<file path="src/iq_stream_settings.svh">
/*
 * I/Q stream packer build settings
 * precision per component, burst framing length and output FIFO depth
 */

`ifndef IQ_STREAM_SETTINGS_SVH
`define IQ_STREAM_SETTINGS_SVH

//////////////////////////////////////////////////////////////////////////////
// sample format
//////////////////////////////////////////////////////////////////////////////

// bits kept per component, msbs of the 12-bit converter word (1 to 12)
`define IQ_PRECISION 10

//////////////////////////////////////////////////////////////////////////////
// framing and buffering
//////////////////////////////////////////////////////////////////////////////

// accepted beats per burst, tlast on the final one
`define IQ_BURST_LENGTH 16

// output fifo entries, power of two, at least 2
`define IQ_FIFO_DEPTH 8

`endif
</file>
<file path="src/iq_stream_pkg.sv">
/*
 * I/Q stream packer types
 * one stream beat, viewed either as eight lanes or as four channel pairs
 */

`include "iq_stream_settings.svh"

package iq_stream_pkg;

  // one reduced component
  typedef logic [`IQ_PRECISION-1:0] iq_lane_t;

  // one channel, i in the upper half
  typedef struct packed {
    iq_lane_t i;
    iq_lane_t q;
  } iq_pair_t;

  //////////////////////////////////////////////////////////////////////////
  // stream beat
  //////////////////////////////////////////////////////////////////////////

  // lanes view: lane 7 = i0, lane 6 = q0 ... lane 0 = q3
  // pairs view: pair 0 in the top bits = channel 0 ... pair 3 = channel 3
  // both views cover the same 8 * precision bits
  typedef union packed {
    iq_lane_t [7:0] lanes;
    iq_pair_t [0:3] pairs;
  } iq_beat_u;

endpackage

</file>
<file path="src/iq_stream_packer.sv">
/*
 * I/Q stream packer top
 * formatter, burst framer and output fifo from four converter channels to a stream
 */

`timescale 1ns/1ps

module iq_stream_packer (
  input  logic                    clk,
  input  logic                    rst_n,
  input  logic                    valid_0,
  input  logic [11:0]             data_i0,
  input  logic [11:0]             data_q0,
  input  logic                    valid_1,
  input  logic [11:0]             data_i1,
  input  logic [11:0]             data_q1,
  input  logic                    valid_2,
  input  logic [11:0]             data_i2,
  input  logic [11:0]             data_q2,
  input  logic                    valid_3,
  input  logic [11:0]             data_i3,
  input  logic [11:0]             data_q3,
  output logic                    m_axis_tvalid,
  input  logic                    m_axis_tready,
  output iq_stream_pkg::iq_beat_u m_axis_tdata,
  output logic                    m_axis_tlast,
  output logic                    overflow
);

  // formatter to framer
  logic                    samps_valid;
  iq_stream_pkg::iq_beat_u samps_data;

  // framer to fifo
  logic                    wr_en;
  iq_stream_pkg::iq_beat_u wr_data;
  logic                    wr_last;
  logic                    full;

  //////////////////////////////////////////////////////////////////////////////
  // pipeline
  //////////////////////////////////////////////////////////////////////////////

  iq_sample_format u_format (
    .clk         (clk),
    .rst_n       (rst_n),
    .valid_0     (valid_0),
    .data_i0     (data_i0),
    .data_q0     (data_q0),
    .valid_1     (valid_1),
    .data_i1     (data_i1),
    .data_q1     (data_q1),
    .valid_2     (valid_2),
    .data_i2     (data_i2),
    .data_q2     (data_q2),
    .valid_3     (valid_3),
    .data_i3     (data_i3),
    .data_q3     (data_q3),
    .samps_valid (samps_valid),
    .samps_data  (samps_data)
  );

  // combinational write path, registered overflow
  iq_burst_framer u_framer (
    .clk         (clk),
    .rst_n       (rst_n),
    .samps_valid (samps_valid),
    .samps_data  (samps_data),
    .full        (full),
    .wr_en       (wr_en),
    .wr_data     (wr_data),
    .wr_last     (wr_last),
    .overflow    (overflow)
  );

  iq_stream_fifo u_fifo (
    .clk           (clk),
    .rst_n         (rst_n),
    .wr_en         (wr_en),
    .wr_data       (wr_data),
    .wr_last       (wr_last),
    .full          (full),
    .m_axis_tvalid (m_axis_tvalid),
    .m_axis_tready (m_axis_tready),
    .m_axis_tdata  (m_axis_tdata),
    .m_axis_tlast  (m_axis_tlast)
  );

endmodule

</file>
<file path="src/iq_stream_fifo.sv">
/*
 * I/Q stream output FIFO
 * synchronous first-word-fall-through buffer in front of the stream master
 */

`timescale 1ns/1ps

`include "iq_stream_settings.svh"

module iq_stream_fifo (
  input  logic                    clk,
  input  logic                    rst_n,
  input  logic                    wr_en,
  input  iq_stream_pkg::iq_beat_u wr_data,
  input  logic                    wr_last,
  output logic                    full,
  output logic                    m_axis_tvalid,
  input  logic                    m_axis_tready,
  output iq_stream_pkg::iq_beat_u m_axis_tdata,
  output logic                    m_axis_tlast
);

  // address bits, pointers carry one extra wrap bit
  localparam int AW = $clog2(`IQ_FIFO_DEPTH);

  iq_stream_pkg::iq_beat_u data_mem [`IQ_FIFO_DEPTH];
  logic                    last_mem [`IQ_FIFO_DEPTH];

  logic [AW:0]   wr_ptr;
  logic [AW:0]   rd_ptr;
  logic [AW-1:0] wr_addr;
  logic [AW-1:0] rd_addr;
  logic          empty;
  logic          rd_en;

  ////////////////////////////////////////////////////////////////////////////
  // pointers and status
  ////////////////////////////////////////////////////////////////////////////

  assign wr_addr = wr_ptr[AW-1:0];
  assign rd_addr = rd_ptr[AW-1:0];

  // same address, wrap bits differ when full
  assign empty = (wr_ptr == rd_ptr);
  assign full  = (wr_ptr[AW] != rd_ptr[AW]) && (wr_addr == rd_addr);

  // handshake on the head entry
  assign rd_en = m_axis_tvalid & m_axis_tready;

  always_ff @(posedge clk) begin
    if (!rst_n) begin
      wr_ptr <= '0;
    end else if (wr_en) begin
      wr_ptr <= wr_ptr + 1'b1;
    end
  end

  always_ff @(posedge clk) begin
    if (!rst_n) begin
      rd_ptr <= '0;
    end else if (rd_en) begin
      rd_ptr <= rd_ptr + 1'b1;
    end
  end

  ////////////////////////////////////////////////////////////////////////////
  // storage
  ////////////////////////////////////////////////////////////////////////////

  // framer never writes while full, so no overwrite of unread entries
  always_ff @(posedge clk) begin
    if (wr_en) begin
      data_mem[wr_addr] <= wr_data;
      last_mem[wr_addr] <= wr_last;
    end
  end

  ////////////////////////////////////////////////////////////////////////////
  // stream master
  ////////////////////////////////////////////////////////////////////////////

  // head entry shown directly
  // held until the pop since rd_ptr only moves on a transfer
  assign m_axis_tvalid = ~empty;
  assign m_axis_tdata  = data_mem[rd_addr];

  // empty slots may hold stale flags
  assign m_axis_tlast  = ~empty & last_mem[rd_addr];

endmodule

</file>
<file path="src/iq_burst_framer.sv">
/*
 * I/Q burst framer
 * writes beats into the fifo when room, marks each burst end, flags drops
 */

`timescale 1ns/1ps

`include "iq_stream_settings.svh"

module iq_burst_framer (
  input  logic                    clk,
  input  logic                    rst_n,
  input  logic                    samps_valid,
  input  iq_stream_pkg::iq_beat_u samps_data,
  input  logic                    full,
  output logic                    wr_en,
  output iq_stream_pkg::iq_beat_u wr_data,
  output logic                    wr_last,
  output logic                    overflow
);

  // position counter width, at least one bit
  localparam int CW = (`IQ_BURST_LENGTH > 1) ? $clog2(`IQ_BURST_LENGTH) : 1;

  logic [CW-1:0] burst_pos;
  logic          at_end;
  logic          drop;

  ////////////////////////////////////////////////////////////////////////////
  // write gating
  ////////////////////////////////////////////////////////////////////////////

  // source cannot stall, a beat meeting a full fifo is lost
  assign wr_en   = samps_valid & ~full;
  assign drop    = samps_valid & full;
  assign wr_data = samps_data;

  // final beat of the burst
  assign at_end  = (burst_pos == CW'(`IQ_BURST_LENGTH - 1));
  assign wr_last = wr_en & at_end;

  // counts written beats only, dropped ones hold the position
  always_ff @(posedge clk) begin
    if (!rst_n) begin
      burst_pos <= '0;
    end else if (wr_en) begin
      burst_pos <= at_end ? '0 : burst_pos + 1'b1;
    end
  end

  // one pulse per lost beat, a cycle late
  always_ff @(posedge clk) begin
    if (!rst_n) begin
      overflow <= 1'b0;
    end else begin
      overflow <= drop;
    end
  end

endmodule

</file>
<file path="src/iq_sample_format.sv">
/*
 * I/Q sample formatter
 * cuts four channels of 12-bit i/q to the packed precision, registers one beat
 */

`timescale 1ns/1ps

`include "iq_stream_settings.svh"

module iq_sample_format (
  input  logic                    clk,
  input  logic                    rst_n,
  input  logic                    valid_0,
  input  logic [11:0]             data_i0,
  input  logic [11:0]             data_q0,
  input  logic                    valid_1,
  input  logic [11:0]             data_i1,
  input  logic [11:0]             data_q1,
  input  logic                    valid_2,
  input  logic [11:0]             data_i2,
  input  logic [11:0]             data_q2,
  input  logic                    valid_3,
  input  logic [11:0]             data_i3,
  input  logic [11:0]             data_q3,
  output logic                    samps_valid,
  output iq_stream_pkg::iq_beat_u samps_data
);

  // lsbs dropped per component
  localparam int REDUCE = 12 - `IQ_PRECISION;

  logic signed [11:0]      raw_i [4];
  logic signed [11:0]      raw_q [4];
  logic                    any_valid;
  iq_stream_pkg::iq_beat_u beat_next;

  // keep the msbs, sign carried down by the arithmetic shift
  function automatic iq_stream_pkg::iq_lane_t reduce(input logic signed [11:0] comp);
    logic signed [11:0] shifted;
    shifted = comp >>> REDUCE;
    return shifted[`IQ_PRECISION-1:0];
  endfunction

  ////////////////////////////////////////////////////////////////////////////
  // decode
  ////////////////////////////////////////////////////////////////////////////

  // channel index order
  assign raw_i[0] = data_i0;
  assign raw_q[0] = data_q0;
  assign raw_i[1] = data_i1;
  assign raw_q[1] = data_q1;
  assign raw_i[2] = data_i2;
  assign raw_q[2] = data_q2;
  assign raw_i[3] = data_i3;
  assign raw_q[3] = data_q3;

  // one valid channel is enough for a whole beat
  assign any_valid = valid_0 | valid_1 | valid_2 | valid_3;

  // channel 0 lands in the top pair
  always_comb begin
    for (int ch = 0; ch < 4; ch++) begin
      beat_next.pairs[ch].i = reduce(raw_i[ch]);
      beat_next.pairs[ch].q = reduce(raw_q[ch]);
    end
  end

  ////////////////////////////////////////////////////////////////////////////
  // output register, one cycle
  ////////////////////////////////////////////////////////////////////////////

  always_ff @(posedge clk) begin
    if (!rst_n) begin
      samps_valid <= 1'b0;
    end else begin
      samps_valid <= any_valid;
    end
  end

  // payload only, follows the inputs every cycle
  always_ff @(posedge clk) begin
    samps_data <= beat_next;
  end

endmodule

</file>
<file path="config.mk">
export PLATFORM = sky130hd
export DESIGN_NAME = iq_stream_packer
export DESIGN_NICKNAME = d
export VERILOG_FILES = /design/src/iq_stream_pkg.sv /design/src/iq_stream_packer.sv /design/src/iq_stream_fifo.sv /design/src/iq_burst_framer.sv /design/src/iq_sample_format.sv
export VERILOG_INCLUDE_DIRS = /design/src
export SDC_FILE = /design/constraint.sdc
export NUM_CORES = 1
export LEC_CHECK = 0
export BUFFER_PORTS_ARGS = -buffer_cell sky130_fd_sc_hd__clkbuf_2
export CAP_MARGIN = 20
export CELL_PAD_IN_SITES_DETAIL_PLACEMENT = 1
export CELL_PAD_IN_SITES_GLOBAL_PLACEMENT = 2
export CORE_UTILIZATION = 40
export DETAILED_ROUTE_END_ITERATION = 10
export PLACE_DENSITY_LB_ADDON = 0.12
export SYNTH_ARGS = -nofsm -noshare
export SYNTH_HDL_FRONTEND = slang
export SYNTH_SLANG_ARGS = --single-unit
export TNS_END_PERCENT = 5
</file>
<file path="constraint.sdc">
create_clock -name clk -period 22.8 [get_ports clk]
set_clock_uncertainty 0.1 [all_clocks]
set_input_delay 3.42 -clock clk [delete_from_list [all_inputs] [get_ports clk]]
set_output_delay 3.42 -clock clk [all_outputs]
set_load 0.03 [all_outputs]
</file>
==> results.md, run 1 <==
- FMAX: 141 MHz
- Leakage: 10.4 nW
- Worst Reg-to-Reg Cells: 5
- Die area: between 60000 and 70000 sq um
- Reg-to-reg slack, setup: ~19 ns
- Final period utilization: 31.2%
- CP endpoint: m_axis_tlast
- Largest net degree at the start of global routing: 57
- CP Data Required Time: approximately 19 ns
- Period minus WS final: ~7 ns
- Worst-Skew Late Latency: around 0.60 ns
- Residual DRC: 0
- Dpl cell area: around 29000 sq um
- Die height: 263 um
- Worst VDD drop: 0.0452 mV
- Synth Instances: 1121
- Chip width: roughly 260 um
- Row count: 95
- FF+latch area: about 21000 sq um
- I/O Buffers: between 150 and 200
- Synthesized flop and latch total: 745
- Most common cell on crit path: buf_4
- Area contributors post-synth: edfxtp_1 (71%), mux4_2 (13%), dfxtp_1 (7.1%), mux2_4 (4.3%), buf_12 (0.66%)
- Post-Layout Cell Count: roughly 2300
- Synth top area share: a little under three quarters
- Drt first pass iters: 4
- First-pass GRT wire length: approximately 83000 um
- WL final: around 55000 um
- GRT Total Usage: between 10% and 20%
- CP Cell Sequence: buf_4 -> buf_4 -> mux2i_1 -> a21oi_1 -> clkbuf_2
- Area of the core: ~67000 sq um
- Result of the run: completed
- Yosys Warn Count: 0
- CTS H-tree depth: 3
- Net count, final: 1456
- CTS max path bufs: 3
- PwrDens: 105 nW/um^2
- Area delta synth->final: 16.4%
- Fillers: ~6000
- FFs w/ async S/R, synth: 0%
- Mapped Area: around 27000 sq um
- Post-route antenna net violation count: 0
- Root buf cell: clkbuf_16
- GP Congestion: between 0.6 and 0.7
- Post-CTS Hold Fix Bufs: 0
- Clock Sinks: roughly 750
- Largest area contributor in the netlist: edfxtp_1
- Routed len/inst: ~24 um
- Total power: around 3.3 mW
- Hold path start: u_framer.burst_pos[1]
- Worst slew margin: 31.9%
- Setup violation total in the final timing report: 0
- Seq/Total Area, Yosys: 78.6%
- Final hold vios: 0
- CP Class: reg2out
- Post-CTS Resized: 0
- Layout cell share with drive strength beyond 1: between 40% and 50%
- IO Count: around 190
- Placed Cells: approximately 2100
- DP HPWL: 28700 um
- Worst setup SP type: register
- Synth Net Count: between 1000 and 1500
- Via count: between 10000 and 15000
- CTS tree: yes
- Slew @ Worst Pin: roughly 1.0 ns
- Crit-path max FO: 39
- Crit. End Element: primary output
- Setup TNS Final: 0 ns
- Initial antenna violation count: 1
- Post-CTS Repair Setup Buffers: 0
- Worst Path Arrival: approximately 3.6 ns
- RR Endpoint: u_fifo.data_mem[6][49]
- Multi-input logic area: roughly 5500 sq um
- Max-Cap Viols: 0
- R2R Path Start: u_fifo.wr_ptr[0]
- Clock slew at reported path FFs: 0.06 ns
- Largest stage delay on the critical path: 0.87 ns
- Starting Density: around two fifths
- CP max-delay cell: buf_4
- Synth unique cells: 45
- GRT overflow: 0
- Post-DR vias/cell: between 5 and 6
- Worst hold slack: a little under 0.4 ns
- Number of global-route vias before repair: between 10000 and 15000
- Initial DRC Count: slightly above 800
- Total CTS buffers: 82
- Top_reg_cell synth: edfxtp_1
- Synth Area per Inst: 24.3 sq um
- Post-synth EDFFs: 648
- RSZ-0062 raised after global routing: false
- Finished Cell Area: around 32000 sq um
- Hold Crit Class: reg2reg
- Max-slew violations: 0
==> final cells by class <==
class                           instances  share of cell area [%]
Inverter                                7                  0.0829
Clock buffer                          114                    7.24
Multi-Input combinational cell        319                    17.2
Antenna cell                            1                 0.00789
Tap cell                              873                    3.44
Sequential cell                       745                    67.5
Timing Repair Buffer                  195                    3.28
Clock inverter                         35                    1.20
==> metal layers <==
layer / track usage [%] / wire length (um) / vias to the layer above / part of all wire (%)
li1: - / - / 5155 / -
met5: 0 / 0 / - / 0
met2: 26.9 / 27200 / 209 / 49
met1: 22.3 / 25100 / 6195 / 45
met3: 2.77 / 2180 / 83 / 3.9
met4: 4.87 / 1060 / 0 / 1.9
==> cells in the final DEF, fill, tap and decap left out, types with 2 or more instances in the layout <==
cell type / netlist / layout
nand2b_1: 3 / 3
or3_1: 2 / 2
ha_1: 3 / 3
inv_6: 0 / 2
clkinvlp_4: 0 / 3
o31ai_1: 2 / 2
mux2_4: 78 / 78
inv_1: 7 / 7
o21ai_0: 2 / 2
nand4_1: 2 / 2
nand3_1: 6 / 6
nand2_1: 10 / 10
clkbuf_2: 1 / 169
mux2_2: 2 / 2
dfxtp_1: 97 / 94
nor2_1: 9 / 8
bufinv_16: 0 / 8
xor2_1: 2 / 2
a21oi_1: 3 / 3
clkinv_1: 0 / 10
clkbuf_16: 0 / 85
clkbuf_8: 0 / 6
xor2_2: 2 / 2
xnor2_1: 3 / 3
mux2i_1: 2 / 2
mux4_2: 162 / 162
nor3_2: 1 / 4
nor4_2: 0 / 3
edfxtp_1: 648 / 648
clkinv_2: 0 / 11
dfxtp_4: 0 / 3
buf_4: 1 / 26
clkbuf_1: 9 / 23
o21ai_1: 4 / 4
==> registers in the layout (all words and copies together) (netlist names), named ones only <==
name	flops
u_framer.overflow	1
u_fifo.rd_ptr	4
u_format.samps_valid	1
u_fifo.wr_ptr	4
u_fifo.data_mem	640
u_framer.burst_pos	4
u_fifo.last_mem	8
u_format.samps_data	80
==> per-stage QoR <==
stage / util (%) / setup slack, ns
2_1_floorplan: - / 12.76
3_3_place_gp: 43.2 / 16.22
3_5_place_dp: 43.2 / 16.21
4_1_cts: 47.1 / 15.53
5_1_grt: 47.1 / 15.41
6_report: 47.1 / 15.69
==> synthesized netlist by cell type, drive strengths merged, types with 3 or more instances <==
master	number
buf	40
mux2	80
nand2	10
dfxtp	97
inv	7
nand2b	3
edfxtp	648
nor2	9
nor3	4
ha	3
mux4	162
a21oi	3
xor2	5
o21ai	6
nor4	5
nand3	6
xnor2	4
clkbuf	10
==> logic make-up (layout without fill, tap and decap cells) <==
| family | Yosys count | in the layout | share of synthesized area (%) |
|---|---|---|---|
| buffers and inverters | 57 | 351 | 1.54 |
| DFF | 745 | 745 | 78.6 |
| muxes | 244 | 244 | 17.9 |
| adders and majority gates | 3 | 3 | 0.138 |
| and+or+nand+nor | 44 | 44 | 0.878 |
| AOI/OAI and AO/OA | 19 | 19 | 0.565 |
| other | 0 | 1 | 0 |
| xor gates and xnor gates | 9 | 9 | 0.441 |
==> power breakdown <==
part	internal (mW)	leakage, nW	switching, mW
Clock	0.793	1.30	0.514
Sequential	1.52	6.69	0.0403
Combinational	0.212	2.42	0.235
==> critical path, delay by kind of cell, from the launching register on <==
| family | cells | cell delay, ns |
|---|---|---|
| flops | 1 | 0.53 |
| mux | 1 | 0.51 |
| compound gates | 1 | 0.08 |
| buf+inv | 3 | 1.82 |
==> worst min-delay path by stage <==
stage                            endpoint  slack [ns]  depth (start not counted)
floorplan           u_framer.burst_pos[3]        0.36                          1
global placement    u_framer.burst_pos[3]        0.38                          1
detailed placement  u_framer.burst_pos[1]        0.38                          2
CTS                 u_framer.burst_pos[1]        0.39                          2
global route        u_framer.burst_pos[3]        0.44                          1
finish              u_framer.burst_pos[1]        0.39                          2
No activity file was read; power rests on OpenSTA's default activity.
==> run 2, diff against run 1 <==
ABC_AREA = 1   (was unset)
clock period = 7.3 ns   (was 22.8 ns; I/O delays follow)
==> run 2 against run 1 <==
Net effect:
- power grew to 3.0 times the previous value
- hold slack better by 0.028 ns
- highest routed layer is now met5
- setup slack lost 14 ns
- cell count grew 46%
- combinational power increased to 2.9 times the previous value
- clock power rose to 3.0 times the previous value
- wire length rose by 22%
- core utilization decreased by 0.63 points
- area after synthesis increased by 2.3%
- non-clock buffer count shrank 6
- sequential share of layout area down 0.52 points
- flip-flop and latch count unchanged
==> results.md, run 2 <==
- Post-CTS Repair Setup Buffers: 0 (unchanged)
- Final period utilization: ~72%
- Yosys Warn Count: 0 (unchanged)
- Seq/Total Area, Yosys: 76.8% (-1.8 points)
- Worst Hold Endpoint: u_framer.burst_pos[3]
- Max FFs per register: 640 (unchanged)
- CTS tree: yes
- Worst slew margin: 29.2% (-2.6 points)
- Worst Path Arrival: 4.09 ns (+0.50 ns)
- Via count: 16900 (+45%)
- Cell with the most instances after synthesis: edfxtp_1
- GRT busiest layer: met2
- Area delta synth->final: 14.7%
- WL final: 67700 um (+22%)
- Antenna Cells: 0 (-1)
- Total CTS buffers: 80 (-2.4%)
- CP Data Required Time: 6.11 ns (-13.17 ns)
- Die area: 70700 sq um (+2.3%)
- Residual DRC: 0 (unchanged)
- GRT Total Usage: 19.3% (+3.0 points)
- IO Count: 186 (unchanged)
- Post-DR vias/cell: 5.04 (-0.92%)
- Mapped Area: 27900 sq um (+2.3%)
- Leakage: 11.3 nW (+8.4%)
- GR met3 Demand/Resource: 3.22% (+0.44 points)
- I/O Buffers: 169 (unchanged)
- WP buf/inv: 3 (unchanged)
- FMAX: 189 MHz
- Largest reg by FF count: u_fifo.data_mem
- GP Congestion: 0.712 (+2.2%)
- Synth unique cells: 23 (-49%)
- Grt met1 use: 24.9% (+2.5 points)
- Synthesized flop and latch total: 745 (unchanged)
- Total power: 10.0 mW (+200%)
- PwrDens: 314 nW/um^2 (+200%)
- Setup violation total in the final timing report: 0 (unchanged)
- Commonest cells post-synth: edfxtp_1 (648), nor2_1 (514), o21ai_1 (325)
- Initial DRC Count: 1012 (+24%)
- CP Class: reg2out
- Worst setup SP type: register
- Routed len/inst: 20.2 um (-17%)
- Cell family with most CP delay: buffers and inverters
- Area of the core: 68700 sq um (+2.1%)
- Hold Crit Class: reg2reg
- Crit-path max FO: 91 (+130%)
- Hold path cells: 2 (unchanged)
- Layout cell share with drive strength beyond 1: 12.8% (-28 points)
- First-pass GRT wire length: 104000 um (+25%)
- Post-route antenna net violation count: 0 (unchanged)
- CTS H-tree depth: 3 (unchanged)
- Clock slew at reported path FFs: 0.06 ns (about the same)
- Reg-to-reg slack, setup: 3.45 ns (-16.01 ns)
- Period minus WS final: roughly 5.3 ns
- Clock Sinks: 745 (unchanged)
- Max-Cap Viols: 0 (unchanged)
- Largest net degree at the start of global routing: 160 (+180%)
- Die height: 266 um (+1.1%)
- Worst-Skew Late Latency: 0.61 ns (about the same)
- Hold path start: u_framer.burst_pos[3]
- CP Cell Sequence: buf_4 -> buf_4 -> nor2_1 -> nor2_1 -> o21ai_1 -> o21ai_1 -> nand2_1 -> nand2_1 -> clkbuf_2
- Net count, final: 2464 (+69%)
- Final hold vios: 0 (unchanged)
- CTS max path bufs: 3 (unchanged)
- DP HPWL: 33300 um (+16%)
- Post-CTS Resized: 0 (unchanged)
- CP max-delay cell: dfxtp_4
- Crit. End Element: primary output
- RSZ-0062 raised after global routing: false
- Worst Reg-to-Reg Cells: 7 (+2)
- Result of the run: completed
- Slew @ Worst Pin: 1.06 ns (+0.0397 ns)
- Setup TNS Final: 0 ns (unchanged)
- FFs w/ async S/R, synth: 0% (unchanged)
- Post-synth EDFFs: 648 (unchanged)
- Most frequent cells in the layout: edfxtp_1 (648), nor2_1 (507), o21ai_1 (325), nand2_1 (281), clkbuf_2 (169)
- Row count: 96 (+1.1%)
- Grt met2 use: 33.9% (+7.0 points)
- Max-slew violations: 0 (unchanged)
- Util after Layout: 46.5% (-0.63 points)
- Initial antenna violation count: 2 (+1)
- Post-CTS Hold Fix Bufs: 0 (unchanged)
- R2R Path Start: u_fifo.wr_ptr[1]
- RR Endpoint: u_fifo.data_mem[4][19]
- Chip width: 266 um (+1.1%)
- Worst VDD drop: 0.224 mV (+400%)
- Area contributors post-synth: edfxtp_1 (70%), dfxtp_1 (7.0%), nor2_1 (6.9%), o21ai_1 (5.8%), nand2_1 (3.8%)
- Root buf cell: clkbuf_16
- Largest registers: u_fifo.data_mem x640, u_format.samps_data x80, u_fifo.last_mem x8
- GRT overflow: 0 (unchanged)
- Synth Instances: 2215 (+98%)
- Synth Area per Inst: 12.6 sq um (-48%)
- Worst hold slack: 0.417 ns (+0.0285 ns)
- Largest stage delay on the critical path: 1.04 ns (+0.17 ns)
- Commonest non-fill, non-tap cell in the layout: edfxtp_1
- Starting Density: 40.6% (+0.072 points)
- Top_reg_cell synth: edfxtp_1
- Number of global-route vias before repair: 17900 (+38%)
- Synth top area share: 69.8% (-1.6 points)
- Synth Net Count: 2321 (+89%)
- Drt first pass iters: 5 (+1)
- Largest area contributor in the netlist: edfxtp_1
[run 2: changes by cell type in the layout (fill, tap and decap cells not counted), moves of 78 or more]
cell	before	now
o21ai_0	2	163
nor2_1	8	507
mux2_4	78	0
mux4_2	162	0
o21ai_1	4	325
nand2_1	10	281
[run 2: per-stage QoR]
stage	instances	worst slack, ns	instance area, sq um
2_1_floorplan	2215	2.31	27900
3_3_place_gp	3207	2.58	29400
3_5_place_dp	3207	2.54	29400
4_1_cts	3353	1.87	32000
5_1_grt	3353	1.63	32000
6_report	3353	2.01	32000
[run 2: cell type report]
class,instances,area (sq um)
Fill cell,7164,36800
Inverter,25,105
Sequential cell,745,21400
Timing Repair Buffer,189,1080
Clock buffer,116,2290
Tap cell,931,1160
Clock inverter,30,223
Multi-Input combinational cell,1317,5670
[run 2: worst register-to-register path, delay by kind of cell (launching register included)]
| family | cells | cell delay, ns |
|---|---|---|
| flip-flops | 1 | 0.43 |
| buffers and inverters | 2 | 0.79 |
| AND/OR/NAND/NOR | 5 | 2.09 |
[run 2: metal layers]
layer | vias to the layer above | share of wire [%]
li1 | 8069 | -
met1 | 8496 | 45
met2 | 240 | 50
met3 | 89 | 3.5
met4 | 2 | 1.8
met5 | - | 0.019
[run 2: cells by family (layout without fill, tap and decap cells)]
group	count (synthesis)	count (layout)	synth area share (%)
DFF	745	745	76.8
AOI/OAI and AO/OA	501	501	9.00
and+or+nand+nor	813	813	11.0
buffers and inverters	153	360	3.01
adders and majority gates	3	3	0.135
[run 2: worst max path at each step]
stage	startpoint	endpoint	slack [ns]	cells after the start
final	register	m_axis_tdata[38]	2.01	9
after global routing	register	m_axis_tdata[38]	1.63	9
after CTS	register	m_axis_tdata[38]	1.87	9
after detailed placement	register	m_axis_tdata[38]	2.54	9
after global placement	register	m_axis_tdata[38]	2.58	9
after floorplan	u_fifo.wr_ptr[1]	u_fifo.data_mem[1][0]	2.31	7
[run 2: power by group]
part / internal (mW) / switching [mW]
sequential: 4.75 / 0.112
combinational: 0.355 / 0.939
clock: 2.28 / 1.60
